==> src/common/vec_mem_pkg.sv <==
/*
 Shared constants and the CPU status word for the memory subsystem.
 Load offsets follow the file indices of the loader menu.
 Erase constants cover only the 64 KB main bank.
*/
package vec_mem_pkg;

	// ----------------------------------------
	// Bus widths
	// ----------------------------------------
	localparam int CPU_AW = 16;
	// Eight 64 KB banks: main, E-disk and loader areas
	localparam int RAM_AW = 19;
	localparam int DL_AW  = 25;

	// E-disk control register port
	localparam logic [7:0] EDSK_PORT = 8'h10;

	// ----------------------------------------
	// Loader file indices and offsets
	// ----------------------------------------
	localparam logic [7:0] DL_IDX_BOOT = 8'h00;
	localparam logic [7:0] DL_IDX_ROM  = 8'h01;
	localparam logic [7:0] DL_IDX_COM  = 8'h41;
	localparam logic [7:0] DL_IDX_C00  = 8'h81;
	localparam logic [7:0] DL_IDX_EDD  = 8'hC1;

	localparam logic [DL_AW-1:0] DL_OFS_BOOT = 25'h0050000;
	localparam logic [DL_AW-1:0] DL_OFS_PROG = 25'h0000100;
	localparam logic [DL_AW-1:0] DL_OFS_EDD  = 25'h0010000;

	// ----------------------------------------
	// Erase engine
	// ----------------------------------------
	// One write per divider wrap
	localparam int ERASE_PACE_W = 6;
	localparam logic [CPU_AW-1:0] ERASE_MASK = 16'hFFFF;
	localparam logic [CPU_AW-1:0] ERASE_END  = 16'h0100;

	// Erase FSM state codes
	localparam logic [1:0] ERS_IDLE    = 2'd0;
	localparam logic [1:0] ERS_ARMED   = 2'd1;
	localparam logic [1:0] ERS_ERASING = 2'd2;

	// ----------------------------------------
	// CPU status word
	// ----------------------------------------
	// Idle status after reset, only write_n set so nothing writes
	localparam logic [7:0] STATUS_IDLE = 8'h02;

	// Same byte seen raw or as the eight 8080 status flags
	typedef union packed {
		logic [7:0] raw;
		struct packed {
			logic ram_read;
			logic io_read;
			logic m1;
			logic io_write;
			logic halt_ack;
			logic io_stack;
			logic write_n;
			logic int_ack;
		} flags;
	} cpu_status_u;

endpackage

==> src/erase/erase_counter.sv <==
/*
 Erase address generator, one zero write per divider wrap.
 The address wraps at 64 KB and stops before ERASE_END.
*/
module erase_counter (
	input  logic                           clk_sys,
	input  logic                           cold_reset,
	input  logic                           load_i,
	input  logic                           run_i,
	input  logic [vec_mem_pkg::CPU_AW-1:0] start_addr_i,
	output logic [vec_mem_pkg::CPU_AW-1:0] erase_addr_o,
	output logic                           erase_wr_o,
	output logic                           at_end_o
);
	import vec_mem_pkg::*;

	logic [ERASE_PACE_W-1:0] div_q;
	logic [CPU_AW-1:0]       addr_q;
	logic [CPU_AW-1:0]       next_addr;
	logic                    wrap;
	logic                    wr_q;

	assign next_addr = (addr_q + 1'b1) & ERASE_MASK;
	assign wrap      = run_i & (div_q == '0);
	assign at_end_o  = wrap & (next_addr == ERASE_END);

	// ----------------------------------------
	// Pace divider and write strobe
	// ----------------------------------------
	always_ff @(posedge clk_sys) begin
		if (cold_reset) begin
			div_q <= '0;
			wr_q  <= 1'b0;
		end else begin
			wr_q <= wrap & ~at_end_o;
			if (load_i) begin
				div_q <= '0;
			end else if (run_i) begin
				div_q <= div_q + 1'b1;
			end
		end
	end

	// Address steps, then the write follows a clock later
	always_ff @(posedge clk_sys) begin
		if (load_i) begin
			addr_q <= start_addr_i;
		end else if (wrap && !at_end_o) begin
			addr_q <= next_addr;
		end
	end

	assign erase_addr_o = addr_q;
	assign erase_wr_o   = wr_q;

endmodule

==> config.mk <==
export PLATFORM = sky130hd
export DESIGN_NAME = erase_counter
export DESIGN_NICKNAME = d
export VERILOG_FILES = /design/src/common/vec_mem_pkg.sv /design/src/erase/erase_counter.sv
export SDC_FILE = /design/constraint.sdc
export NUM_CORES = 1
export LEC_CHECK = 0
export BUFFER_PORTS_ARGS = -buffer_cell sky130_fd_sc_hd__buf_2
export CORE_AREA = 2 2 59 75
export DETAILED_ROUTE_END_ITERATION = 10
export DIE_AREA = 0 0 61 77
export PLACE_DENSITY_LB_ADDON = 0.08
export SLEW_MARGIN = 40
export SYNTH_ARGS = -nofsm -noshare
export SYNTH_HDL_FRONTEND = slang
export SYNTH_SLANG_ARGS = --single-unit
==> constraint.sdc <==
create_clock -name clk_sys -period 3.45 [get_ports clk_sys]
set_clock_uncertainty 0.05 [all_clocks]
set_input_delay 0.69 -clock clk_sys [delete_from_list [all_inputs] [get_ports clk_sys]]
set_output_delay 0.69 -clock clk_sys [all_outputs]
set_load 0.05 [all_outputs]
* Word-level counts from Yosys, hierarchy flattened
Index checks and enable logic that the tools add are counted.
** Word-level totals
- Bits in registers :: 23
- Word-level logic and storage cells :: 17
- Output and inout bits :: 18
** Operators by class
- Equality and inequality tests :: 1
- Reduce and logical (&&, ||, !) cells :: 5
- Mux-type cells :: 2
- $add $sub $neg :: 2
- Bitwise gates (word level) :: 4
** Operator list (number)
- $mux W16 :: 2
- $add A16 B1 Y16 const B :: 1
- $eq A16 B9 Y1 const B :: 1
- $add A6 B1 Y6 const B :: 1
- $logic_not A6 Y1 :: 1
- $and A1 B1 Y1 :: 3
- $reduce_bool A2 Y1 :: 1
- $reduce_or A2 Y1 :: 1
- $logic_and A1 B1 Y1 :: 1
- $logic_not A1 Y1 :: 1
- $not A1 Y1 :: 1

* Depth between registers and ports, before layout
Gate-level depths: netlist (run 1).
- Word-level depth :: 7
- Depth in mapped cells :: 7
- Mapped depth without buffers :: 7

* Least setup slack after synthesis (run 1)
Ideal clock, no wire load.
- Path kind :: flip-flop to output port
- From :: register addr_q[0] (netlist: erase_addr_o[0])
- To :: output at_end_o
- Stages on the path, launching flop included :: 8
- Data required time :: 2.710 ns
- Path slack :: -0.342 ns
- Arrival time :: 3.052 ns
- Cell sequence :: edfxtp_1 ha_1 nand3_1 nor4_1 xor2_1 nand4b_1 nor4_2 nor2b_1
** Between the ends
- Cells in the longest elaborated chain, start to end :: 3
** Ends and longest elaborated chain
- start, declared :: line erase_counter.sv:18 : logic [CPU_AW-1:0] addr_q;
- start signal, assigned :: line erase_counter.sv:47 : addr_q <= start_addr_i;
- start signal, assigned :: line erase_counter.sv:49 : addr_q <= next_addr;
- $add A16 B1 Y16 :: line erase_counter.sv:23 : assign next_addr = (addr_q + 1'b1) & ERASE_MASK;
- $eq A16 B9 Y1 :: line erase_counter.sv:25 : assign at_end_o = wrap & (next_addr == ERASE_END);
- $and A1 B1 Y1 :: line erase_counter.sv:25
- end, declared :: line erase_counter.sv:13 : output logic at_end_o
No other way between the ends.

* Worst setup path in the final report (run 1)
- From :: register addr_q[2] (netlist: erase_addr_o[2])
- To :: output at_end_o
Same word-level chain as after synthesis.

==> flow_summary.yaml, run 1 <==
timing:
  holdWs_ns: 0.454
  slew-limit-headroom_pct: 67.3
  hold_viol_final: 0
  period_needed_ns: 3.26
  worst_pin_slew_ns: 0.490
  slew_viol_final: 0
  max_freq_mhz: 307
  fin_tns_setup_ns: 0
  fin_ws_ns: 0.191
  fin_crit_sh_pct: 94.5
  rsz0062_at_grt: "false"
  setup_viol: 0
cells_and_area:
  area_growth_pct: 26.4
  layout_common_cells: "buf_2, nand2_1, edfxtp_1, o21ai_0, xor2_1"
  final_common_cell: "buf_2"
  layout-drive-gt1-share_pct: 35.5
  num_antenna_cells: 0
  finalNetCount: 222
  postLayoutCoreUtil_pct: 47.2
  fin_area_mm2: 0.00189
detailed_routing:
  vias: 1213
  vias_per_cell: 4.79
  drtPass1Iterations: 5
  wl_per_cell_um: 13.1
  drt_iter0_drc: 27
  drcViolationCount: 0
  wl_met3_um: 111
  highest_layer: "met4"
  ant_nets: 0
  routed_wl_mm: 3.31
  wirelength_met1_mm: 1.60
  wl_met2_mm: 1.58
synth:
  avgSynthCellArea_um2: 9.83
  synth_top_family_by_area: "simple AND/OR/NAND/NOR gates"
  syn_inst: 152
  yosys_warnings: 0
  synth-async-reset-ratio_pct: 0
  synth.ff_latch_count: 23
  syn_area_mm2: 0.00149
  muxShareOfSynthArea_pct: 5.95
  yosys.area_share.adder_pct: 3.35
  synth-edff-count: 16
  yosysSeqAreaShare_pct: 41.5
  synth_nets: 176
  synth-compound-area-share_pct: 9.46
  synth-simple-area-share_pct: 25.5
  yosys.area_share.xor_xnor_pct: 10.6
  ys.flop_type: "edfxtp_1"
  synthDistinctLibCells: 42
min_path:
  worstHoldStart: "div_q[5]$_SDFFE_PP0P_"
  min_to: "div_q[5]$_SDFFE_PP0P_"
  hold_class: "reg -> reg"
  hold_depth: 2
floorplanning:
  start_util_pct: 37.3
  die_area_mm2: 0.00470
  row_count: 26
  ioPinCount: 38
  core_mm2: 0.00400
  fp.dieW_um: 61
  fp.dieH_um: 77
setup_path:
  setup.worst_path.start_class: "flop"
  slowest_delay_ns: 0.52
  cp_max_fo: 9
  cp_slowest_cell: "edfxtp_1"
  ff2ff_path_depth: 9
  cp_cell_sequence: "nand4_1 -> buf_4 -> nor2_8 -> mux2i_1 -> o21bai_1 -> nor4_4 -> nor2b_4 -> buf_2"
  arrival_ns: 2.52
  r2r_setup_slack_ns: 0.90
  crit_type: "reg -> out"
  required_ns: 2.71
  endpoint_kind: "primary output"
  rr_endpoint: "erase_addr_o[15]$_DFFE_PP_"
  regToRegStartpoint: "erase_addr_o[0]$_DFFE_PP_"
power:
  max-vdd-ir-drop_mv: 0.237
  p_per_area_mw_per_mm2: 416
  power.leakage_nw: 0.764
cts:
  h-tree-depth: 1
  numClockSinks: 23
  cts_max_path_buffers: 2
  clk_latency_ns: 0.27
  cts_root_buf: "clkbuf_8"
  cts_buffers: 3
  hold_buffers: 0
  cts_tree: "done"
  clk_pin_slew_ns: 0.09
place:
  dp_slack_ns: 0.204
  hpwl_mm: 2.37
  io_buffer_count: 37
  gp_congestion: 0.755
  postPlaceCellArea_mm2: 0.00176
global_routing:
  grt_pass1_vias: 1131
  grt_overflow: 0
  grt_max_degree: 31
  antenna_found_initial: 0
  grt_first_pass_wirelength_mm: 5.20
  grt_usage_pct: 14.3
status:
  status: "complete, no violations"
job:
  maxCapViolations: 0
[how the worst max path moves through the flow]
stage          slack (ns)  cells after the start        to                 startpoint
2_1_floorplan        0.03                      7  at_end_o  erase_addr_o[0]$_DFFE_PP_
4_1_cts              0.05                      7  at_end_o  erase_addr_o[2]$_DFFE_PP_
5_1_grt              0.03                      8  at_end_o  erase_addr_o[0]$_DFFE_PP_
3_5_place_dp         0.20                      8  at_end_o  erase_addr_o[0]$_DFFE_PP_
3_3_place_gp         0.29                      7  at_end_o  erase_addr_o[2]$_DFFE_PP_
6_report             0.19                      8  at_end_o  erase_addr_o[2]$_DFFE_PP_
[power breakdown]
| group | internal [W] | switching, W |
|---|---|---|
| clock network | 0.0000807 | 0.0000929 |
| logic | 0.0000847 | 0.000164 |
| registers | 0.000328 | 0.0000354 |
| total | 0.000493 | 0.000292 |
[metrics by stage]
stage / total power (W) / std cells
3_5_place_dp: 0.000601 / 243
2_1_floorplan: 0.000540 / 152
5_1_grt: 0.000828 / 253
6_report: 0.000785 / 253
3_3_place_gp: 0.000599 / 243
4_1_cts: 0.000785 / 250
[cell usage after synthesis (2+ instances only)]
cell type  instances  share of area, %
nand2_1           18               4.5
mux2_2             3               2.3
o21ai_0           13               4.4
a21oi_1            2              0.67
nor3_1             3               1.0
buf_4              2               1.0
edfxtp_1          16                32
nand4_1            5               2.1
inv_1              5               1.3
nor2_1            10               2.5
xor2_1            12               7.0
clkbuf_1           4               1.0
nor4_1             3               1.3
mux2i_1            4               2.7
xnor2_1            6               3.5
o21bai_1           2               1.0
ha_1               4               3.4
nand3_1            9               3.0
a2bb2oi_1          2               1.2
dfxtp_1            7               9.4
[worst max-delay path, delay by kind of cell (launching register included)]
family | cells | cell delay (ns)
flip-flops | 1 | 0.52
AND/OR/NAND/NOR | 4 | 0.90
multiplexers | 1 | 0.22
buffers and inverters | 2 | 0.49
AO/OA/AOI/OAI | 1 | 0.13
[area by class of cell]
cell class | instances | area [µm²]
inverters | 5 | 18.8
clock buffers | 3 | 41.3
well taps | 56 | 70.1
clock inverters | 1 | 5.00
fillers | 410 | 2110
multi-input cells | 117 | 865
flip-flops and latches | 23 | 621
repair buffers | 48 | 268
[flip-flops by register name, summed over array words and instances, names as in the netlist]
register	cells
erase_wr_o	1
div_q	6
erase_addr_o	16
[cells by family after synthesis]
kind of cell | count (synthesis)
xor gates and xnor gates | 18
AOI/OAI and AO/OA | 23
and+or+nand+nor | 64
DFF | 23
buffers and inverters | 12
adders and majority gates | 4
muxes | 8
[per-layer routing]
| layer | track usage (%) | up-vias |
|---|---|---|
| met5 | 0 | - |
| met4 | 4.57 | 0 |
| met3 | 2.53 | 2 |
| met2 | 21.9 | 26 |
| met1 | 19.9 | 545 |
| li1 | - | 640 |
[what timing repair did]
action	CTS	global route
gates cloned	0	0
pin swaps	0	1
setup buffers	3	3
setup endpoints to repair	1	1
gates resized for setup	2	4
No activity file was read; power rests on OpenSTA's default activity.
==> run 2, diff against run 1 <==
--- a/config.mk
+++ b/config.mk
@@ -9,7 +9,7 @@
 export CORE_AREA = 2 2 59 75
 export DETAILED_ROUTE_END_ITERATION = 10
 export DIE_AREA = 0 0 61 77
-export PLACE_DENSITY_LB_ADDON = 0.08
+export PLACE_DENSITY = 0.63
 export SLEW_MARGIN = 40
 export SYNTH_ARGS = -nofsm -noshare
 export SYNTH_HDL_FRONTEND = slang
==> run 2 against run 1 <==
Net effect: via count up 3.5%; critical path depth is the same; fmax down 1.9%; critical path type unchanged; critical endpoint unchanged.
==> flow_summary.yaml, run 2 (synthesis results as in run 1) <==
status:
  status: "complete, no violations"
cells_and_area:
  largest_reg_flops: 16
  stdcell_count: 254
  postLayoutCoreUtil_pct: 47.2
  num_antenna_cells: 0
  layout_common_cells: "buf_2, nand2_1, edfxtp_1, o21ai_0"
  finalNetCount: 223
  layout-drive-gt1-share_pct: 35.9
  area_growth_pct: 26.4
  final_common_cell: "buf_2"
setup_path:
  cp-startpoint: "erase_addr_o[0]$_DFFE_PP_"
  cp_max_fo: 7
  setup.worst_path.start_class: "flop"
  endpoint_kind: "primary output"
  required_ns: 2.71
  arrival_ns: 2.58
  crit_type: "reg -> out"
  regToRegStartpoint: "erase_addr_o[0]$_DFFE_PP_"
detailed_routing:
  drcViolationCount: 0
  vias: 1255
  ant_nets: 0
  drt_iter0_drc: 63
  vias_per_cell: 4.94
  routed_wl_mm: 3.22
  wl_per_cell_um: 12.7
  drtPass1Iterations: 4
timing:
  slew-limit-headroom_pct: 68.1
  hold_viol_final: 0
  period_needed_ns: 3.32
  setup_viol: 0
  slew_viol_final: 0
  worst_pin_slew_ns: 0.479
  max_freq_mhz: 301
  fin_tns_setup_ns: 0
  fin_crit_sh_pct: 96.3
power:
  p_comb_share_pct: 31.6
  power.switching_w: 0.000288
  power.leakage_nw: 0.767
  internal_power_w: 0.000495
  clockPowerShare_pct: 21.9
  p_total_w: 0.000783
  p_seq_share_pct: 46.5
  p_per_area_mw_per_mm2: 415
  max-vdd-ir-drop_mv: 0.195
  swShare_pct: 36.8
place:
  io_buffer_count: 37
  dp.cells: 243
  gp_congestion: 0.892
  hpwl_mm: 2.41
job:
  maxCapViolations: 0
cts:
  cts_max_path_buffers: 2
  clk_pin_slew_ns: 0.09
  h-tree-depth: 1
  cts_tree: "done"
  numClockSinks: 23
  cts_root_buf: "clkbuf_8"
  cts_buffers: 3
  clk_latency_ns: 0.26
floorplanning:
  row_count: 26
  core_mm2: 0.00400
  fp.dieW_um: 61
  fp.dieH_um: 77
  ioPinCount: 38
  die_area_mm2: 0.00470
  start_util_pct: 37.3
global_routing:
  grt_usage_pct: 14.9
  antenna_found_initial: 0
  grt_pass1_vias: 1261
  grt_first_pass_wirelength_mm: 5.53
  grt_overflow: 0
  grt_max_degree: 31
min_path:
  hold_class: "reg -> reg"
  worstHoldStart: "div_q[5]$_SDFFE_PP0P_"
## run 2: power by group through the flow
stage,combinational (W),sequential (W),clock [W]
floorplan,0.0000920,0.000448,0
global placement,0.000225,0.000373,0
detailed placement,0.000227,0.000374,0
CTS,0.000228,0.000367,0.000178
global route,0.000269,0.000369,0.000187
finish,0.000248,0.000364,0.000171
## run 2: final timing paths
kind | end | slack, ns | cells past startpoint
worst max-delay path | at_end_o | 0.13 | 8
worst max register to register | erase_addr_o[6]$_DFFE_PP_ | 0.89 | 9
worst min register to register | div_q[5]$_SDFFE_PP0P_ | 0.46 | 2
worst min-delay path | div_q[5]$_SDFFE_PP0P_ | 0.46 | 2
## run 2: cell type report
class / instances / area, µm²
fill: 397 / 2110
clock buffer: 3 / 41.3
tap: 56 / 70.1
clock inverter: 1 / 5.00
inverter: 5 / 18.8
sequential: 23 / 621
multi-input combinational: 117 / 857
timing repair buffer: 49 / 275
## run 2: routing by layer
| metal | GRT usage, % | vias up | share of wire [%] |
|---|---|---|---|
| met5 | 0 | - | 0 |
| met4 | 5.00 | 0 | 0.96 |
| met3 | 2.19 | 4 | 3.3 |
| met2 | 23.5 | 24 | 49 |
| met1 | 20.5 | 587 | 47 |
| li1 | - | 640 | - |
## run 2: worst max-delay path, cell delays in order, from the launching register on
cell and delay [ns]:
edfxtp_1 0.46, ha_2 0.27, nand3_1 0.12, nor4_2 0.35, xor2_1 0.14, nand4b_1 0.24, nor4_4 0.28, nor2b_4 0.18
buf_2 0.26
## run 2: repair_timing
action,CTS,global route
gates resized for setup,0,5
endpoints found under the hold margin,0,0
buffers inserted,0,7
hold buffers,0,0
setup endpoints to repair,0,1
## run 2: per-stage QoR
step	cell area [µm²]	setup slack [ns]	hold WS (ns)
2_1_floorplan	1500	0.0279	0.408
3_3_place_gp	1760	0.372	0.425
3_5_place_dp	1760	0.343	0.443
5_1_grt	1890	-0.0540	0.496
6_report	1890	0.126	0.457
4_1_cts	1810	0.0169	0.458
==> run 3, diff against run 2 <==
==> constraint.sdc (replaced) <==
create_clock -name clk_sys -period 3.9 [get_ports clk_sys]
set_clock_uncertainty 0.05 [all_clocks]
set_input_delay 0.78 -clock clk_sys [delete_from_list [all_inputs] [get_ports clk_sys]]
set_output_delay 0.78 -clock clk_sys [all_outputs]
set_load 0.05 [all_outputs]
==> run 3 against run 2 <==
Net effect: wire length fell by 7.4%; power decreased by 15%; combinational power is 24% lower; via count decreased by 3.9%; hold slack better by 0.0035 ns; die area stayed put; sequential share of layout area is 2.0 points higher; worst setup slack better by 0.15 ns; non-clock buffer count shrank 11; clock power fell by 12%; register-to-register slack better by 0.32 ns.
==> flow_summary.yaml, run 3 (synthesis results as in run 1) <==
detailed_routing:
  drtPass1Iterations: 4
  ant_nets: 0
  vias_per_cell: 4.96
  routed_wl_mm: 2.98
  drt_iter0_drc: 45
  drcViolationCount: 0
  vias: 1206
  wl_per_cell_um: 12.3
setup_path:
  r2r_setup_slack_ns: 1.21
  required_ns: 3.07
  setup.worst_path.start_class: "flop"
  cp_max_fo: 10
  arrival_ns: 2.80
  timing.critical_path.mode_cell: "nor4_2"
  crit_type: "reg -> out"
  cp_slowest_cell: "edfxtp_1"
  cp_top_family: "simple AND/OR/NAND/NOR gates"
  slowest_delay_ns: 0.50
  critPathBufInv: 1
  endpoint_kind: "primary output"
  cp_cell_sequence: "ha_1 -> nand3_2 -> nor4_2 -> xor2_1 -> nand4b_1 -> nor4_2 -> nor2b_1 -> buf_2"
place:
  hpwl_mm: 2.28
  dp.cells: 239
  io_buffer_count: 37
  gp_congestion: 0.801
  dp_slack_ns: 0.435
floorplanning:
  fp.dieH_um: 77
  fp.dieW_um: 61
  ioPinCount: 38
  die_area_mm2: 0.00470
  row_count: 26
  start_util_pct: 37.3
  core_mm2: 0.00400
timing:
  fin_tns_setup_ns: 0
  holdWs_ns: 0.460
  period_needed_ns: 3.63
  max_freq_mhz: 276
  slew_viol_final: 0
  hold_viol_final: 0
  fin_crit_sh_pct: 93.0
  rsz0062_at_grt: "false"
  slew-limit-headroom_pct: 68.5
  worst_pin_slew_ns: 0.473
  fin_ws_ns: 0.271
  setup_viol: 0
cts:
  numClockSinks: 23
  cts_buffers: 3
  clk_latency_ns: 0.26
  cts_root_buf: "clkbuf_8"
  clk_pin_slew_ns: 0.08
  post_cts_resized: 0
  h-tree-depth: 1
  hold_buffers: 0
  cts_max_path_buffers: 2
  post-cts-setup-buffer-count: 0
  cts_tree: "done"
cells_and_area:
  layout_common_cells: "buf_2, nand2_1, edfxtp_1, o21ai_0, xor2_1"
  final_common_cell: "buf_2"
  layout-drive-gt1-share_pct: 29.9
  num_antenna_cells: 0
  stdcell_count: 243
  finalNetCount: 212
  area_growth_pct: 19.0
  largest_reg_flops: 16
power:
  max-vdd-ir-drop_mv: 0.169
  p_per_area_mw_per_mm2: 376
  power.leakage_nw: 0.708
  p_total_w: 0.000668
status:
  status: "complete, no violations"
global_routing:
  grt_first_pass_wirelength_mm: 4.96
  grt_usage_pct: 13.8
  grt_overflow: 0
  grt_pass1_vias: 1124
  grt_max_degree: 31
  antenna_found_initial: 0
job:
  maxCapViolations: 0
min_path:
  hold_class: "reg -> reg"
-- run 3: where the power goes --
group          internal [W]  switching (W)
logic             0.0000607       0.000127
registers          0.000290      0.0000399
clock network     0.0000730      0.0000774
-- run 3: layout make-up --
type | count | area, µm²
Tap cell | 56 | 70.1
Clock buffer | 4 | 45.0
Multi-Input combinational cell | 117 | 831
Timing Repair Buffer | 38 | 193
Inverter | 5 | 18.8
Sequential cell | 23 | 621
Fill cell | 414 | 2220
-- run 3: final timing paths --
kind / start / cells past startpoint / end
hold / removal: div_q[5]$_SDFFE_PP0P_ / 2 / div_q[5]$_SDFFE_PP0P_
setup reg to reg: erase_addr_o[0]$_DFFE_PP_ / 8 / erase_addr_o[7]$_DFFE_PP_
hold reg to reg: div_q[5]$_SDFFE_PP0P_ / 2 / div_q[5]$_SDFFE_PP0P_
setup / recovery: erase_addr_o[0]$_DFFE_PP_ / 8 / at_end_o
-- run 3: metal layers --
layer	vias to the layer above	wire (µm)	track usage, %
li1	621	-	-
met1	553	1340	17.0
met2	28	1500	23.3
met3	4	120	2.53
met4	0	23	4.57
met5	-	0	0
-- run 3: worst reg2reg max path, delay by kind of cell, from the launching register on --
| family | cells | cell delay (ns) |
|---|---|---|
| XOR/XNOR | 1 | 0.12 |
| AND/OR/NAND/NOR | 4 | 1.12 |
| buffers and inverters | 1 | 0.22 |
| adder cells (fa/ha/maj) | 1 | 0.33 |
| AO/OA/AOI/OAI | 1 | 0.10 |
| flip-flops | 1 | 0.50 |
-- run 3: per-stage QoR --
step,utilization (%),instance area [µm²]
2_1_floorplan,-,1490
3_3_place_gp,43.0,1720
3_5_place_dp,43.0,1720
4_1_cts,44.2,1770
5_1_grt,44.4,1780
6_report,44.4,1780
