### src/common/vec_mem_pkg.sv
/*
 Shared constants and the CPU status word for the memory subsystem.
 Load offsets follow the file indices of the loader menu.
 Erase constants cover only the 64 KB main bank.
*/
package vec_mem_pkg;

	// ----------------------------------------
	// Bus widths
	// ----------------------------------------
	localparam int CPU_AW = 16;
	// Eight 64 KB banks: main, E-disk and loader areas
	localparam int RAM_AW = 19;
	localparam int DL_AW  = 25;

	// E-disk control register port
	localparam logic [7:0] EDSK_PORT = 8'h10;

	// ----------------------------------------
	// Loader file indices and offsets
	// ----------------------------------------
	localparam logic [7:0] DL_IDX_BOOT = 8'h00;
	localparam logic [7:0] DL_IDX_ROM  = 8'h01;
	localparam logic [7:0] DL_IDX_COM  = 8'h41;
	localparam logic [7:0] DL_IDX_C00  = 8'h81;
	localparam logic [7:0] DL_IDX_EDD  = 8'hC1;

	localparam logic [DL_AW-1:0] DL_OFS_BOOT = 25'h0050000;
	localparam logic [DL_AW-1:0] DL_OFS_PROG = 25'h0000100;
	localparam logic [DL_AW-1:0] DL_OFS_EDD  = 25'h0010000;

	// ----------------------------------------
	// Erase engine
	// ----------------------------------------
	// One write per divider wrap
	localparam int ERASE_PACE_W = 6;
	localparam logic [CPU_AW-1:0] ERASE_MASK = 16'hFFFF;
	localparam logic [CPU_AW-1:0] ERASE_END  = 16'h0100;

	// Erase FSM state codes
	localparam logic [1:0] ERS_IDLE    = 2'd0;
	localparam logic [1:0] ERS_ARMED   = 2'd1;
	localparam logic [1:0] ERS_ERASING = 2'd2;

	// ----------------------------------------
	// CPU status word
	// ----------------------------------------
	// Idle status after reset, only write_n set so nothing writes
	localparam logic [7:0] STATUS_IDLE = 8'h02;

	// Same byte seen raw or as the eight 8080 status flags
	typedef union packed {
		logic [7:0] raw;
		struct packed {
			logic ram_read;
			logic io_read;
			logic m1;
			logic io_write;
			logic halt_ack;
			logic io_stack;
			logic write_n;
			logic int_ack;
		} flags;
	} cpu_status_u;

endpackage

### src/edisk/edisk_pager.sv
/*
 E-disk control register and page selection for the 256 KB RAM disk.
 Page 0 is the main bank, pages 1 to 4 are the E-disk banks.
 The register holds its value until the next cold reset.
*/
module edisk_pager (
	input  logic                     clk_sys,
	input  logic                     cold_reset,
	input  logic                     edsk_wr_i,
	input  logic [7:0]               cpu_dout_i,
	// Address bits 15:13
	input  logic [2:0]               cpu_addr_i,
	input  vec_mem_pkg::cpu_status_u status_i,
	input  logic                     mreq_i,
	output logic [2:0]               ed_page_o
);

	// Bits 3:2 stack bank, 1:0 window bank
	// Bit 4 stack enable, bit 5 window enable
	// Bit 6 adds 8000h quarter, bit 7 adds E000h quarter
	logic [7:0] ed_reg;
	logic       ed_win;
	logic       ed_stack;
	logic       ed_ram;

	always_ff @(posedge clk_sys) begin
		if (cold_reset) begin
			ed_reg <= 8'h00;
		end else if (edsk_wr_i) begin
			ed_reg <= cpu_dout_i;
		end
	end

	// ----------------------------------------
	// Window decode
	// ----------------------------------------
	// A000h-DFFFh always, 8000h and E000h quarters optional
	assign ed_win = cpu_addr_i[2] & (
		(cpu_addr_i[1] ^ cpu_addr_i[0]) |
		(ed_reg[7] & cpu_addr_i[1] & cpu_addr_i[0]) |
		(ed_reg[6] & ~cpu_addr_i[1] & ~cpu_addr_i[0]));

	assign ed_stack = ed_reg[4] & status_i.flags.io_stack & mreq_i;
	assign ed_ram   = ed_reg[5] & ed_win & mreq_i;

	// Stack access wins over the window
	always_comb begin
		if (ed_stack) begin
			ed_page_o = {1'b0, ed_reg[3:2]} + 3'd1;
		end else if (ed_ram) begin
			ed_page_o = {1'b0, ed_reg[1:0]} + 3'd1;
		end else begin
			ed_page_o = 3'd0;
		end
	end

endmodule

### config.mk
export PLATFORM = sky130hd
export DESIGN_NAME = edisk_pager
export DESIGN_NICKNAME = d
export VERILOG_FILES = /design/src/common/vec_mem_pkg.sv /design/src/edisk/edisk_pager.sv
export SDC_FILE = /design/constraint.sdc
export NUM_CORES = 1
export LEC_CHECK = 0
export BUFFER_PORTS_ARGS = -buffer_cell sky130_fd_sc_hd__buf_4
export CAP_MARGIN = 10
export CORE_AREA = 4 4 41 43
export CTS_CLUSTER_SIZE = 28
export DETAILED_ROUTE_END_ITERATION = 8
export DIE_AREA = 0 0 45 47
export MAX_ROUTING_LAYER = met4
export PLACE_DENSITY = 0.57
export RECOVER_POWER = 25
export SYNTH_ARGS = -nofsm -noshare
export SYNTH_HDL_FRONTEND = slang
export SYNTH_SLANG_ARGS = --single-unit
### constraint.sdc
create_clock -name clk_sys -period 3.35 [get_ports clk_sys]
set_input_delay 0.5025 -clock clk_sys [delete_from_list [all_inputs] [get_ports clk_sys]]
set_output_delay 0.5025 -clock clk_sys [all_outputs]
set_load 0.01 [all_outputs]
; ---- After elaboration in Yosys (flattened, before gate mapping)
; Index checks and enable logic that the tools add are counted.
[totals]
ff_bits = 8
input_bits = 23
out_inout_bits = 3
elab_cells = 19
[op_classes]
bitwise = 14
n_addsub = 2
n_mux = 2
[op_table]
columns = op, n
row1 = $and A1 B1 Y1, 9
row2 = $add A2 B1 Y3 const B, 2
row3 = $mux W3, 2
row4 = $not A1 Y1, 2
row5 = $or A1 B1 Y1, 2
row6 = $xor A1 B1 Y1, 1

; ---- Depth between registers and ports, before layout
; Gate-level depths: netlist (run 1).
[depth]
ltp_word = 9
mapped_depth = 3
ltp_nobuf = 3

; ---- Worst setup path after synthesis (run 1)
; OpenSTA, ideal clock, no wires.
[synth_path]
path_kind = input -> output
from = input port cpu_addr_i[1]
to = output port ed_page_o[1]
n_path_buf = 0
arrival_time_ns = 1.215
setup_slack_ns = 1.632
required_time_ns = 2.847
path_stages = 3
path_cell_list = and3b_1 > nor4_2 > a32o_1
[synth_between]
elab_chain_len = 9
elab_cells_between_ends = 13
classes_between = mux: 2 / bitwise: 11
[synth_lines]
columns = element, line_no
row1 = from (decl), edisk_pager.sv:12  ; input logic [2:0] cpu_addr_i,
row2 = $and A1 B1 Y1 / $not A1 Y1 (equally long branches), "edisk_pager.sv:40, edisk_pager.sv:41"
row3 = $and A1 B1 Y1 (on tied branches), "edisk_pager.sv:40, edisk_pager.sv:41"
row4 = $or A1 B1 Y1 / $and A1 B1 Y1 (equally long branches), "edisk_pager.sv:39, edisk_pager.sv:41"
row5 = $or A1 B1 Y1 *, edisk_pager.sv:40  ; (ed_reg[7] & cpu_addr_i[1] & cpu_addr_i[0]) |
row6 = $and A1 B1 Y1 *, edisk_pager.sv:38  ; assign ed_win = cpu_addr_i[2] & (
row7 = $and A1 B1 Y1 * (2 in a row), edisk_pager.sv:44  ; assign ed_ram = ed_reg[5] & ed_win & mreq_i;
row8 = $mux W3 *, edisk_pager.sv:50  ; end else if (ed_ram) begin
row9 = $mux W3 *, edisk_pager.sv:48  ; if (ed_stack) begin
row10 = to (decl), edisk_pager.sv:15  ; output logic [2:0] ed_page_o
; Mark *: on every way between the ends. The rest lies on a longest branch, timed or not.

; ---- Worst setup path in the final report (run 1)
[layout_path]
from = input port cpu_addr_i[1]
to = output port ed_page_o[2]
; Same word-level chain as after synthesis.

==> results of run 1 <==
[cells in the mapped netlist]
library cell	number
inv_1	1
nand3_1	1
nor4_2	1
buf_2	1
ha_1	2
nor2_1	8
nor3_1	1
dfxtp_1	8
o2bb2ai_1	1
a32o_1	2
mux2i_1	8
and2_1	1
and3b_1	1
buf_1	1
nand2_1	1
[layout make-up]
class	instances	area (µm²)
multi-input combinational	27	205
inverter	1	3.75
clock buffer	3	22.5
sequential	8	160
tap	15	18.8
timing repair buffer	18	131
fill	132	759
[worst max-delay path, delay by kind of cell]
family	cells	cell delay [ns]
AOI/OAI and AO/OA	1	0.20
buffers and inverters	2	0.23
and+or+nand+nor	2	0.55
[worst paths after layout]
kind,end,slack [ns],cells after the start
worst max register to register,ed_reg[2]$_SDFFE_PP0P_,2.74,2
worst max-delay path,ed_page_o[2],1.36,5
worst min register to register,ed_reg[5]$_SDFFE_PP0P_,0.49,2
worst min-delay path,ed_reg[4]$_SDFFE_PP0P_,0.49,2
[logic make-up (layout without fill, tap and decap cells)]
logic type	Yosys count	count (layout)	share of synthesized area [%]
adder cells (fa/ha/maj)	2	2	6.62
buffers and inverters	3	22	3.31
multiplexers	8	8	21.2
AO/OA/AOI/OAI	3	3	7.62
AND/OR/NAND/NOR	14	14	18.9
flip-flops	8	8	42.4
[power by group]
part	total, mW	switching, mW	internal (mW)
clock	0.0713	0.0305	0.0408
sequential	0.104	0.00326	0.101
combinational	0.0323	0.0127	0.0196
[cells in the final DEF, fill, tap and decap left out]
| cell | n |
|---|---|
| clkbuf_1 | 1 |
| o2bb2ai_1 | 1 |
| ha_1 | 2 |
| and2_1 | 1 |
| a32o_1 | 2 |
| nor4_2 | 1 |
| mux2i_1 | 8 |
| clkbuf_4 | 3 |
| nand3_1 | 1 |
| nor3_1 | 1 |
| nor2_1 | 8 |
| nand2_1 | 1 |
| and3b_1 | 1 |
| buf_4 | 17 |
| inv_1 | 1 |
| dfxtp_1 | 8 |
[layer usage]
| metal | GRT usage, % | up-vias | part of all wire (%) |
|---|---|---|---|
| li1 | - | 175 | - |
| met1 | 13.3 | 143 | 46 |
| met2 | 13.0 | 16 | 42 |
| met3 | 5.75 | 2 | 10 |
| met4 | 8.77 | 0 | 1.3 |
| met5 | - | - | 0 |
==> results.md, run 1 <==
- The flow ran to the end, and the final reports show no timing, DRC or antenna violations.
- The post-route netlist has 36.8% of its cells at a drive strength greater than 1.
- The synthesized netlist cell count is 38.
- The horizontal extent of the die is 45 µm.
- The number of inserted diodes is 0.
- The most numerous cell type found on the critical path is buf_4.
- The worst path setup slack after routing is around 1.4 ns.
- For the pin with the worst max-slew slack, the measured transition is 0.569 ns.
- The required time of the critical path is about 2.9 ns.
- The number of antenna violations at the first check in global routing is 0.
- The number of global-route vias before repair is 351.
- The summed negative setup slack over all endpoints is 0 ns.
- Measured against its own limit, the worst slew margin works out to slightly above 60%.
- After synthesis the netlist holds a flip-flop and latch count of 8.
- In this run the tool buffered the top-level ports with 18 buffer cells.
- The startpoint identified for the worst hold timing path is cold_reset.
- The maximum clock rate is 503 MHz.
- Hold repair after CTS inserted 0 buffers.
- The first detailed-routing pass took 4 iterations.
- The initial utilization of the core area, before any placement, comes to 29.0%.
- The cell area that synthesis handed to floorplanning was 378 µm².
- The number of design rule violations left after detail routing is 0.
- The final worst hold slack is 0.486 ns.
- The number of clock buffers added by TritonCTS is 3.
- After clock tree synthesis, the clock-pin slew on the worst setup and hold paths is 0.05 ns.
- TritonCTS built the clock tree.
- The final instance area is ~540 µm².
- The biggest area contributor in the post-synthesis netlist is dfxtp_1.
- The count of vias placed by the detailed router is 336.
- The vertical die dimension is 47 µm.
- The number of failing setup endpoints in the final timing report is 0.
- In this run the post-CTS setup repair buffer count came out at 0.
- The launching instance or port of the critical path is cpu_addr_i[1].
- CTS saw 8 sinks.
- The number of distinct library cells after synthesis is 15.
- The number of placed instances with taps included is a little under 70.
- The type of element launching the critical path is a primary input.
- The number of pins exceeding their max-slew limit in the final report was 0.
- The core occupancy in the finished layout is 41.6%.
- In this run the number of H-tree levels came out at 1.
- The ratio of routed vias to standard cells is between 4 and 5.
- The worst-skew pair later-pin latency is around 0.25 ns.
- The initial detailed-routing violation count is 2.
- The root buffer selected by CTS is clkbuf_4.
- The endpoint kind of the worst setup timing path is a primary output.
- The data arrival at the endpoint of the critical path is ~1.5 ns.
- Averaged over all synthesized cells, the footprint is 9.94 µm².
- The floorplan has 13 rows.
- Counting along the longest clock path gives a buffer depth of 2.
- In this run the worst hold path is classified as primary input to register.
- Detailed placement finished with a half-perimeter wire length of ~680 µm.
- Across the routed clock network, the largest skew measured is 0 ns.
- The pin count of the biggest net entering global routing is 9.
- The largest individual stage delay along the critical path comes from the cell nor4_2.
- The global router's overall resource usage is 11.0%.
- The flip-flop count of the largest register, all copies and words added is 8.
- After detailed routing, the average wire length per cell comes to approximately 12 µm.
- After layout, the worst path uses 59.4% of the clock period.
- The sum of routed wire length over all layers is 864 µm.
- For this run, the slowest stage of the critical path takes 0.37 ns.
- From synthesis to final layout, the design area changed by 43.4%.
- The first global-routing pass estimated about 1.5 mm of wire.
- The sequential-to-total area share from yosys stat is 42.4%.
- The placed cell area is 523 µm².
- The final layout contains 84 nets.
- The hold violation total from the final report came to 0.
- After layout, the minimum clock period comes to 1.99 ns.
- The type of the setup path with the least slack is primary input to primary output.
- Sorting the synthesized cells by area gives the leading types as dfxtp_1 42%, mux2i_1 21%, nor2_1 7.9%.
- The post-cts resize count is 0.
- The area share of the largest cell type after synthesis is a little over two fifths.
- The highest ir drop seen on vdd is 0.172 mV.
- The core region is between 1000 and 1500 µm².
- The post-synth net total is 63.
- The startpoint of the most critical register-to-register path is ed_reg[2]$_SDFFE_PP0P_.
- The total power per unit cell area is 384 nW/µm².
- The largest fanout on the critical path is 3.
- The non-filler instance count after layout is 72.
- Setup repair after global routing left no endpoint under its margin.
- The static leakage is between 0.2 and 0.3 nW.
- OpenSTA, run right after detailed placement, puts the worst setup slack at 1.38 ns.
- The critical path goes through buf_4, and3b_1, nor4_2, a32o_1, buf_4.
- The number of top-level pins is 26.
- The total power after layout is roughly 210 µW.
- The total of max-cap violations is 0.
- Once detail routing completed, the nets flagged for antenna violations numbered 0.
- The number of synthesis warnings is 0.
- At the end of routability-driven placement, the weighted congestion stood at approximately 0.68.
- For this run the aggregate overflow at the end of global routing stands at 0.
- The die covers 2120 µm².
No activity file was read; power rests on OpenSTA's default activity.
==> run 2, diff against run 1 <==
==> constraint.sdc (replaced) <==
create_clock -name clk_sys -period 1.9 [get_ports clk_sys]
set_input_delay 0.285 -clock clk_sys [delete_from_list [all_inputs] [get_ports clk_sys]]
set_output_delay 0.285 -clock clk_sys [all_outputs]
set_load 0.01 [all_outputs]
==> run 2 against run 1 <==
Compared with the run above:
- sequential share of layout area down 0.20 points
- via count down 0.30%
- wire length increased by 0.23%
- clock skew did not move
- critical path type is now register to primary output
- critical endpoint unchanged
- largest cell class unchanged
- highest routed layer unchanged
==> results.md, run 2 (synthesis results as in run 1) <==
- The total power after layout is 367 µW (was 208 µW).
- The horizontal extent of the die is 45 µm (unchanged).
- The total of max-cap violations is 0 (unchanged).
- The vertical die dimension is 47 µm (unchanged).
- The number of failing setup endpoints in the final timing report was 0 (unchanged).
- Run status: completed (unchanged).
- The total of hold buffers inserted after clock tree synthesis came to 0 (unchanged).
- The most utilized layer in the global route result is met1 (unchanged).
- The number of buffers added for setup after CTS is 0 (unchanged).
- The filler cell count is 133 (was 132).
- The number of inserted diodes came to 0 (unchanged).
- The pin count of the biggest net entering global routing is 9 (unchanged).
- The number of global-route vias before repair is 351 (unchanged).
- The met2 track utilization from global routing is 13.0% (unchanged).
- Static timing analysis puts the maximum clock frequency at 577 MHz.
- The endpoint kind of the worst setup timing path was a primary output (unchanged).
- The clock transition at the registers of the reported paths is 0.05 ns (about the same).
- The met3 layer usage reported by global route is 5.75% (unchanged).
- The highest-delay cell along the critical path is nor4_2 (unchanged).
- The transition at the pin with the smallest max-transition slack is 0.334 ns (was 0.569 ns).
- The type of the setup path with the least slack is register to primary output (was primary input to primary output).
- The gate family responsible for the most delay along the worst path is simple AND/OR/NAND/NOR gates (unchanged).
- The share of cells above drive strength 1 is 38.6% (was 36.8%).
- The worst slew slack as a fraction of its limit was 77.5% (was 62.1%).
- The met1 track demand over resource came to 13.3% (unchanged).
- The number of sinks handled by clock tree synthesis came to 8 (unchanged).
- The detailed-placement wirelength estimate is 682 µm (unchanged).
- The number of antenna violations at the first check in global routing is 0 (unchanged).
- The total power per unit cell area is 673 nW/µm² (was 384 nW/µm²).
- The worst-skew pair later-pin latency is 0.25 ns (about the same).
- The buffer levels on the longest clock path is 2 (unchanged).
- The sum of routed wire length over all layers came to 866 µm (was 864 µm).
- The number of buffers inserted by port buffering is 18 (unchanged).
- The number of rows created at floorplan came to 13 (unchanged).
- Leading cell types in the layout, fill and taps excluded: 18 x buf_4, 8 x mux2i_1, 8 x nor2_1, 8 x dfxtp_1, 3 x clkbuf_4 (was 17 x buf_4, 8 x mux2i_1, 8 x nor2_1, 8 x dfxtp_1, 3 x clkbuf_4).
- The post-route antenna net violation count is 0 (unchanged).
- The number of nets in the finished design is 84 (unchanged).
- The buffers plus inverters on the worst setup path was 1 (was 2).
- The level count of the clock H-tree is 1 (unchanged).
- The average wire length per cell after detail routing is 12.0 µm (about the same).
- The type of element launching the critical path is a register (was primary input).
- The final critical path time including I/O delays and setup is 1.73 ns.
- The initial detailed-routing violation count is 2 (unchanged).
- The required time of the critical path came to 1.62 ns (was 2.85 ns).
- The data arrival at the endpoint of the critical path is 1.45 ns (was 1.49 ns).
- The count of vias placed by the detailed router is 335 (was 336).
- The number of pins exceeding their max-slew limit in the final report is 0 (unchanged).
- The highest ir drop seen on vdd is 0.303 mV (was 0.172 mV).
- The root buffer selected by CTS was clkbuf_4 (unchanged).
- The hold violation total from the final report came to 0 (unchanged).
- After layout, the worst path uses 91.2% of the clock period.
- The global router's overall resource usage came to 11.0% (unchanged).
- The number of placed instances with taps included is 69 (unchanged).
- The flip-flop count of the largest register, all copies and words added is 8 (unchanged).
- Setup repair after global routing missed its margin: false (unchanged).
- The non-filler instance count after layout is 72 (unchanged).
- The largest fanout on the critical path is 3 (unchanged).
- The area taken by multi-input logic gates was 205 µm² (unchanged).
- The remaining global-route overflow is 0 (unchanged).
- The global placer's final weighted congestion is 0.675 (unchanged).
- The number of design rule violations left after detail routing is 0 (unchanged).
- The ratio of routed vias to standard cells came to 4.65 (was 4.67).
- The total clock buffers created by CTS is 3 (unchanged).
- The number of top-level pins is 26 (unchanged).
- The class of the most critical hold timing path is primary input to register (unchanged).
- The number of detailed-routing iterations run before antenna repair was 4 (unchanged).
- The largest clock skew in the final design came to 0 ns (unchanged).
- The summed negative setup slack over all endpoints is 0 ns (unchanged).
- The floorplan die area was 2120 µm² (unchanged).
- The first-pass GRT wire length is 1.48 mm (unchanged).
- The placed cell area is 523 µm² (unchanged).
- The maximum cell stage delay along the critical path was 0.37 ns (about the same).
- The static leakage came to 0.271 nW (was 0.267 nW).
- The area of the placeable core came to 1300 µm² (unchanged).
- The post-cts resize count came to 0 (unchanged).
- The CTS tree is done (unchanged).
- The register area came to 160 µm² (unchanged).
- The growth of design area from synthesis to finish was 44.4% (was 43.4%).
- Sequence of cells on the critical path: and3b_1, nor4_2, a32o_1, buf_4 (was buf_4, and3b_1, nor4_2, a32o_1, buf_4).
- The final instance area came to 546 µm² (was 542 µm²).
- The most common library cell in the layout ignoring fill and taps is buf_4 (unchanged).
- The initial core utilization is 29.0% (unchanged).
-- run 2: per-layer routing --
metal / vias to the layer above / part of all wire, %
li1: 174 / -
met1: 143 / 46
met2: 16 / 42
met3: 2 / 10
met4: 0 / 1.3
met5: - / 0
-- run 2: final cells by class --
| class | count | area share [%] |
|---|---|---|
| Tap cell | 15 | 3.44 |
| Sequential cell | 8 | 29.4 |
| Multi-Input combinational cell | 27 | 37.6 |
| Timing Repair Buffer | 18 | 24.8 |
| Clock buffer | 3 | 4.13 |
| Inverter | 1 | 0.688 |
-- run 2: stage by stage --
stage               hold slack, ns  util (%)  setup slack, ns
floorplan                    0.432         -            0.598
global placement             0.467      40.2            0.365
detailed placement           0.481      40.2            0.362
CTS                          0.266      41.9            0.163
global route                 0.265      41.9           0.0792
finish                       0.268      41.9            0.168
-- run 2: worst paths after layout --
kind                     startpoint                endpoint  slack, ns  cells after the start
max          ed_reg[7]$_SDFFE_PP0P_            ed_page_o[2]       0.17                      4
min                      cold_reset  ed_reg[4]$_SDFFE_PP0P_       0.27                      2
max reg2reg  ed_reg[2]$_SDFFE_PP0P_  ed_reg[2]$_SDFFE_PP0P_       1.29                      2
min reg2reg  ed_reg[5]$_SDFFE_PP0P_  ed_reg[5]$_SDFFE_PP0P_       0.49                      2
-- run 2: power by group --
group | internal (mW) | switching, mW
combinational | 0.0354 | 0.0224
sequential | 0.178 | 0.00574
clock | 0.0720 | 0.0537
total | 0.286 | 0.0819
==> run 3, diff against run 2 <==
--- a/config.mk
+++ b/config.mk
@@ -12,7 +12,7 @@
 export DETAILED_ROUTE_END_ITERATION = 8
 export DIE_AREA = 0 0 45 47
 export MAX_ROUTING_LAYER = met4
-export PLACE_DENSITY = 0.57
+export PLACE_DENSITY = 0.69
 export RECOVER_POWER = 25
 export SYNTH_ARGS = -nofsm -noshare
 export SYNTH_HDL_FRONTEND = slang
==> constraint.sdc (replaced) <==
create_clock -name clk_sys -period 1.8 [get_ports clk_sys]
set_input_delay 0.27 -clock clk_sys [delete_from_list [all_inputs] [get_ports clk_sys]]
set_output_delay 0.27 -clock clk_sys [all_outputs]
set_load 0.01 [all_outputs]
==> run 3 against run 2 <==
Compared with the run above:
- hold slack got worse by 0.021 ns
- clock-buffer cell count unchanged
- wire length decreased by 2.1%
- cell area increased by 1.6%
- final cell count unchanged
- non-clock buffer count unchanged
- sequential power increased by 5%
- sequential share of layout area decreased by 0.46 points
- flip-flop and latch count unchanged
- critical path depth unchanged
- core utilization increased by 0.67 points
- die area unchanged
- critical path type unchanged
- largest cell class unchanged
==> results.md, run 3 (synthesis results as in run 1) <==
- The flip-flop count of the largest register, all copies and words added was 8 (unchanged).
- The level count of the clock H-tree is 1 (unchanged).
- The buffers plus inverters on the worst setup path is 1 (unchanged).
- The area of the placeable core is 1300 µm² (unchanged).
- The horizontal extent of the die is 45 µm (unchanged).
- The highest ir drop seen on vdd is 0.338 mV (was 0.303 mV).
- The endpoint with the worst hold slack is ed_reg[0]$_SDFFE_PP0P_ (was ed_reg[4]$_SDFFE_PP0P_).
- The floorplan die area is 2120 µm² (unchanged).
- The summed negative setup slack over all endpoints is 0 ns (unchanged).
- The detailed-placement wirelength estimate came to 657 µm (was 682 µm).
- The total clock buffers created by CTS was 3 (unchanged).
- The cell count of the worst reg-to-reg path came to 2 (unchanged).
- The growth of design area from synthesis to finish is 46.7% (was 44.4%).
- The vertical die dimension is 47 µm (unchanged).
- The total of max-cap violations is 0 (unchanged).
- The cell depth of the worst setup path came to 4 (unchanged).
- The number of detailed-routing iterations run before antenna repair is 4 (unchanged).
- The maximum clock rate is 609 MHz.
- The share of cells above drive strength 1 was 38.6% (unchanged).
- The maximum cell stage delay along the critical path is 0.33 ns (was 0.37 ns).
- The endpoint of the worst-slack reg-to-reg timing path is ed_reg[2]$_SDFFE_PP0P_ (unchanged).
- The worst slew slack as a fraction of its limit came to 76.0% (was 77.5%).
- The transition at the pin with the smallest max-transition slack is 0.358 ns (was 0.334 ns).
- Counting I/O delays and the setup requirement, the final critical path takes 1.64 ns.
- The total of hold buffers inserted after clock tree synthesis is 0 (unchanged).
- The endpoint kind of the worst setup timing path is a primary output (unchanged).
- The core occupancy in the finished layout was 42.6% (was 41.9%).
- The post-cts resize count came to 0 (unchanged).
- The number of design rule violations left after detail routing is 0 (unchanged).
- The hold violation total from the final report was 0 (unchanged).
- The most common library cell in the layout ignoring fill and taps was buf_4 (unchanged).
- The launching instance or port of the critical path is ed_reg[5]$_SDFFE_PP0P_ (was ed_reg[7]$_SDFFE_PP0P_).
- Leading cell types in the layout, fill and taps excluded: 18 x buf_4, 8 x mux2i_1, 8 x nor2_1, 8 x dfxtp_1, 3 x clkbuf_4 (unchanged).
- The sum of routed wire length over all layers is 848 µm (was 866 µm).
- The data arrival at the endpoint of the critical path came to 1.37 ns (was 1.45 ns).
- The number of global-route vias before repair is 352 (was 351).
- The root buffer selected by CTS is clkbuf_4 (unchanged).
- The worst hold path stage count is 2 (unchanged).
- The type of the setup path with the least slack is register to primary output (unchanged).
- The ratio of routed vias to standard cells is 4.67 (was 4.65).
- The number of nets in the finished design is 84 (unchanged).
- The average wire length per cell after detail routing came to 11.8 µm (was 12.0 µm).
- Run status: completed (unchanged).
- The class of the most critical hold timing path is primary input to register (unchanged).
- Setup repair after global routing missed its margin: false (unchanged).
- The buffer levels on the longest clock path is 2 (unchanged).
- The largest fanout on the critical path came to 3 (unchanged).
- The count of vias placed by the detailed router is 336 (was 335).
- The CTS tree is done (unchanged).
- The initial core utilization is 29.0% (unchanged).
- The register-to-register setup slack is 1.19 ns (was 1.29 ns).
- The type of element launching the critical path is a register (unchanged).
- The number of rows created at floorplan was 13 (unchanged).
- The post-placement worst setup slack is 0.276 ns (was 0.362 ns).
- The remaining global-route overflow was 0 (unchanged).
- The gate family responsible for the most delay along the worst path is simple AND/OR/NAND/NOR gates (unchanged).
- The post-route antenna net violation count came to 0 (unchanged).
- The total power after layout was 394 µW (was 367 µW).
- The required time of the critical path is 1.53 ns (was 1.62 ns).
- The number of buffers inserted by port buffering was 18 (unchanged).
- The worst path setup slack after routing came to 0.158 ns (was 0.168 ns).
- Sequence of cells on the critical path: nand3_1, nor4_4, o2bb2ai_1, buf_4 (was and3b_1, nor4_2, a32o_1, buf_4).
- The filler cell count is 141 (was 133).
- The number of buffers added for setup after CTS is 0 (unchanged).
- The number of pins exceeding their max-slew limit in the final report came to 0 (unchanged).
- The number of inserted diodes is 0 (unchanged).
- The total power per unit cell area is 711 nW/µm² (was 673 nW/µm²).
- The pin count of the biggest net entering global routing is 9 (unchanged).
- The highest-delay cell along the critical path is nor4_4 (was nor4_2).
- The number of top-level pins is 26 (unchanged).
- The static leakage came to 0.270 nW (was 0.271 nW).
- The worst-skew pair later-pin latency is 0.25 ns (about the same).
- The clock transition at the registers of the reported paths came to 0.05 ns (about the same).
- The share of the cycle needed by the critical path after routing is about nine tenths.
- The number of failing setup endpoints in the final timing report came to 0 (unchanged).
- The number of sinks handled by clock tree synthesis is 8 (unchanged).
- The global router's overall resource usage is 10.5% (was 11.0%).
- The startpoint of the most critical register-to-register path is ed_reg[2]$_SDFFE_PP0P_ (unchanged).
- The initial detailed-routing violation count is 8 (was 2).
- The largest clock skew in the final design is 0 ns (unchanged).
- The global placer's final weighted congestion is 0.696 (was 0.675).
- The launch instance of the worst min-delay path is cold_reset (unchanged).
- The number of antenna violations at the first check in global routing came to 0 (unchanged).
- The first-pass GRT wire length is 1.50 mm (was 1.48 mm).
-- run 3: metrics by stage --
stage                     std cells  hold slack, ns  instance area (µm²)
after global placement           69           0.464                  523
after global routing             72           0.238                  554
after floorplan                  38           0.417                  378
final                            72           0.248                  554
after CTS                        72           0.239                  546
after detailed placement         69           0.483                  523
-- run 3: routing by layer --
metal / wire length, µm / GRT usage, %
met1: 391 / 11.2
met2: 350 / 15.8
met3: 89 / 4.60
met4: 17 / 7.02
met5: 0 / -
-- run 3: worst max-delay path by stage --
stage	end	slack, ns
after floorplan	ed_page_o[1]	0.51
after global placement	ed_page_o[0]	0.30
after detailed placement	ed_page_o[0]	0.28
after CTS	ed_page_o[0]	0.06
after global routing	ed_page_o[0]	0.06
final	ed_page_o[0]	0.16
-- run 3: cell type report --
class	instances	area (µm²)	area share (%)
multi-input combinational	27	214	38.6
clock buffer	3	22.5	4.06
sequential	8	160	28.9
tap	15	18.8	3.39
inverter	1	3.75	0.677
timing repair buffer	18	135	24.4
-- run 3: where the power goes --
group / switching, mW / internal, mW
registers: 0.00611 / 0.188
logic: 0.0255 / 0.0378
clock network: 0.0603 / 0.0763
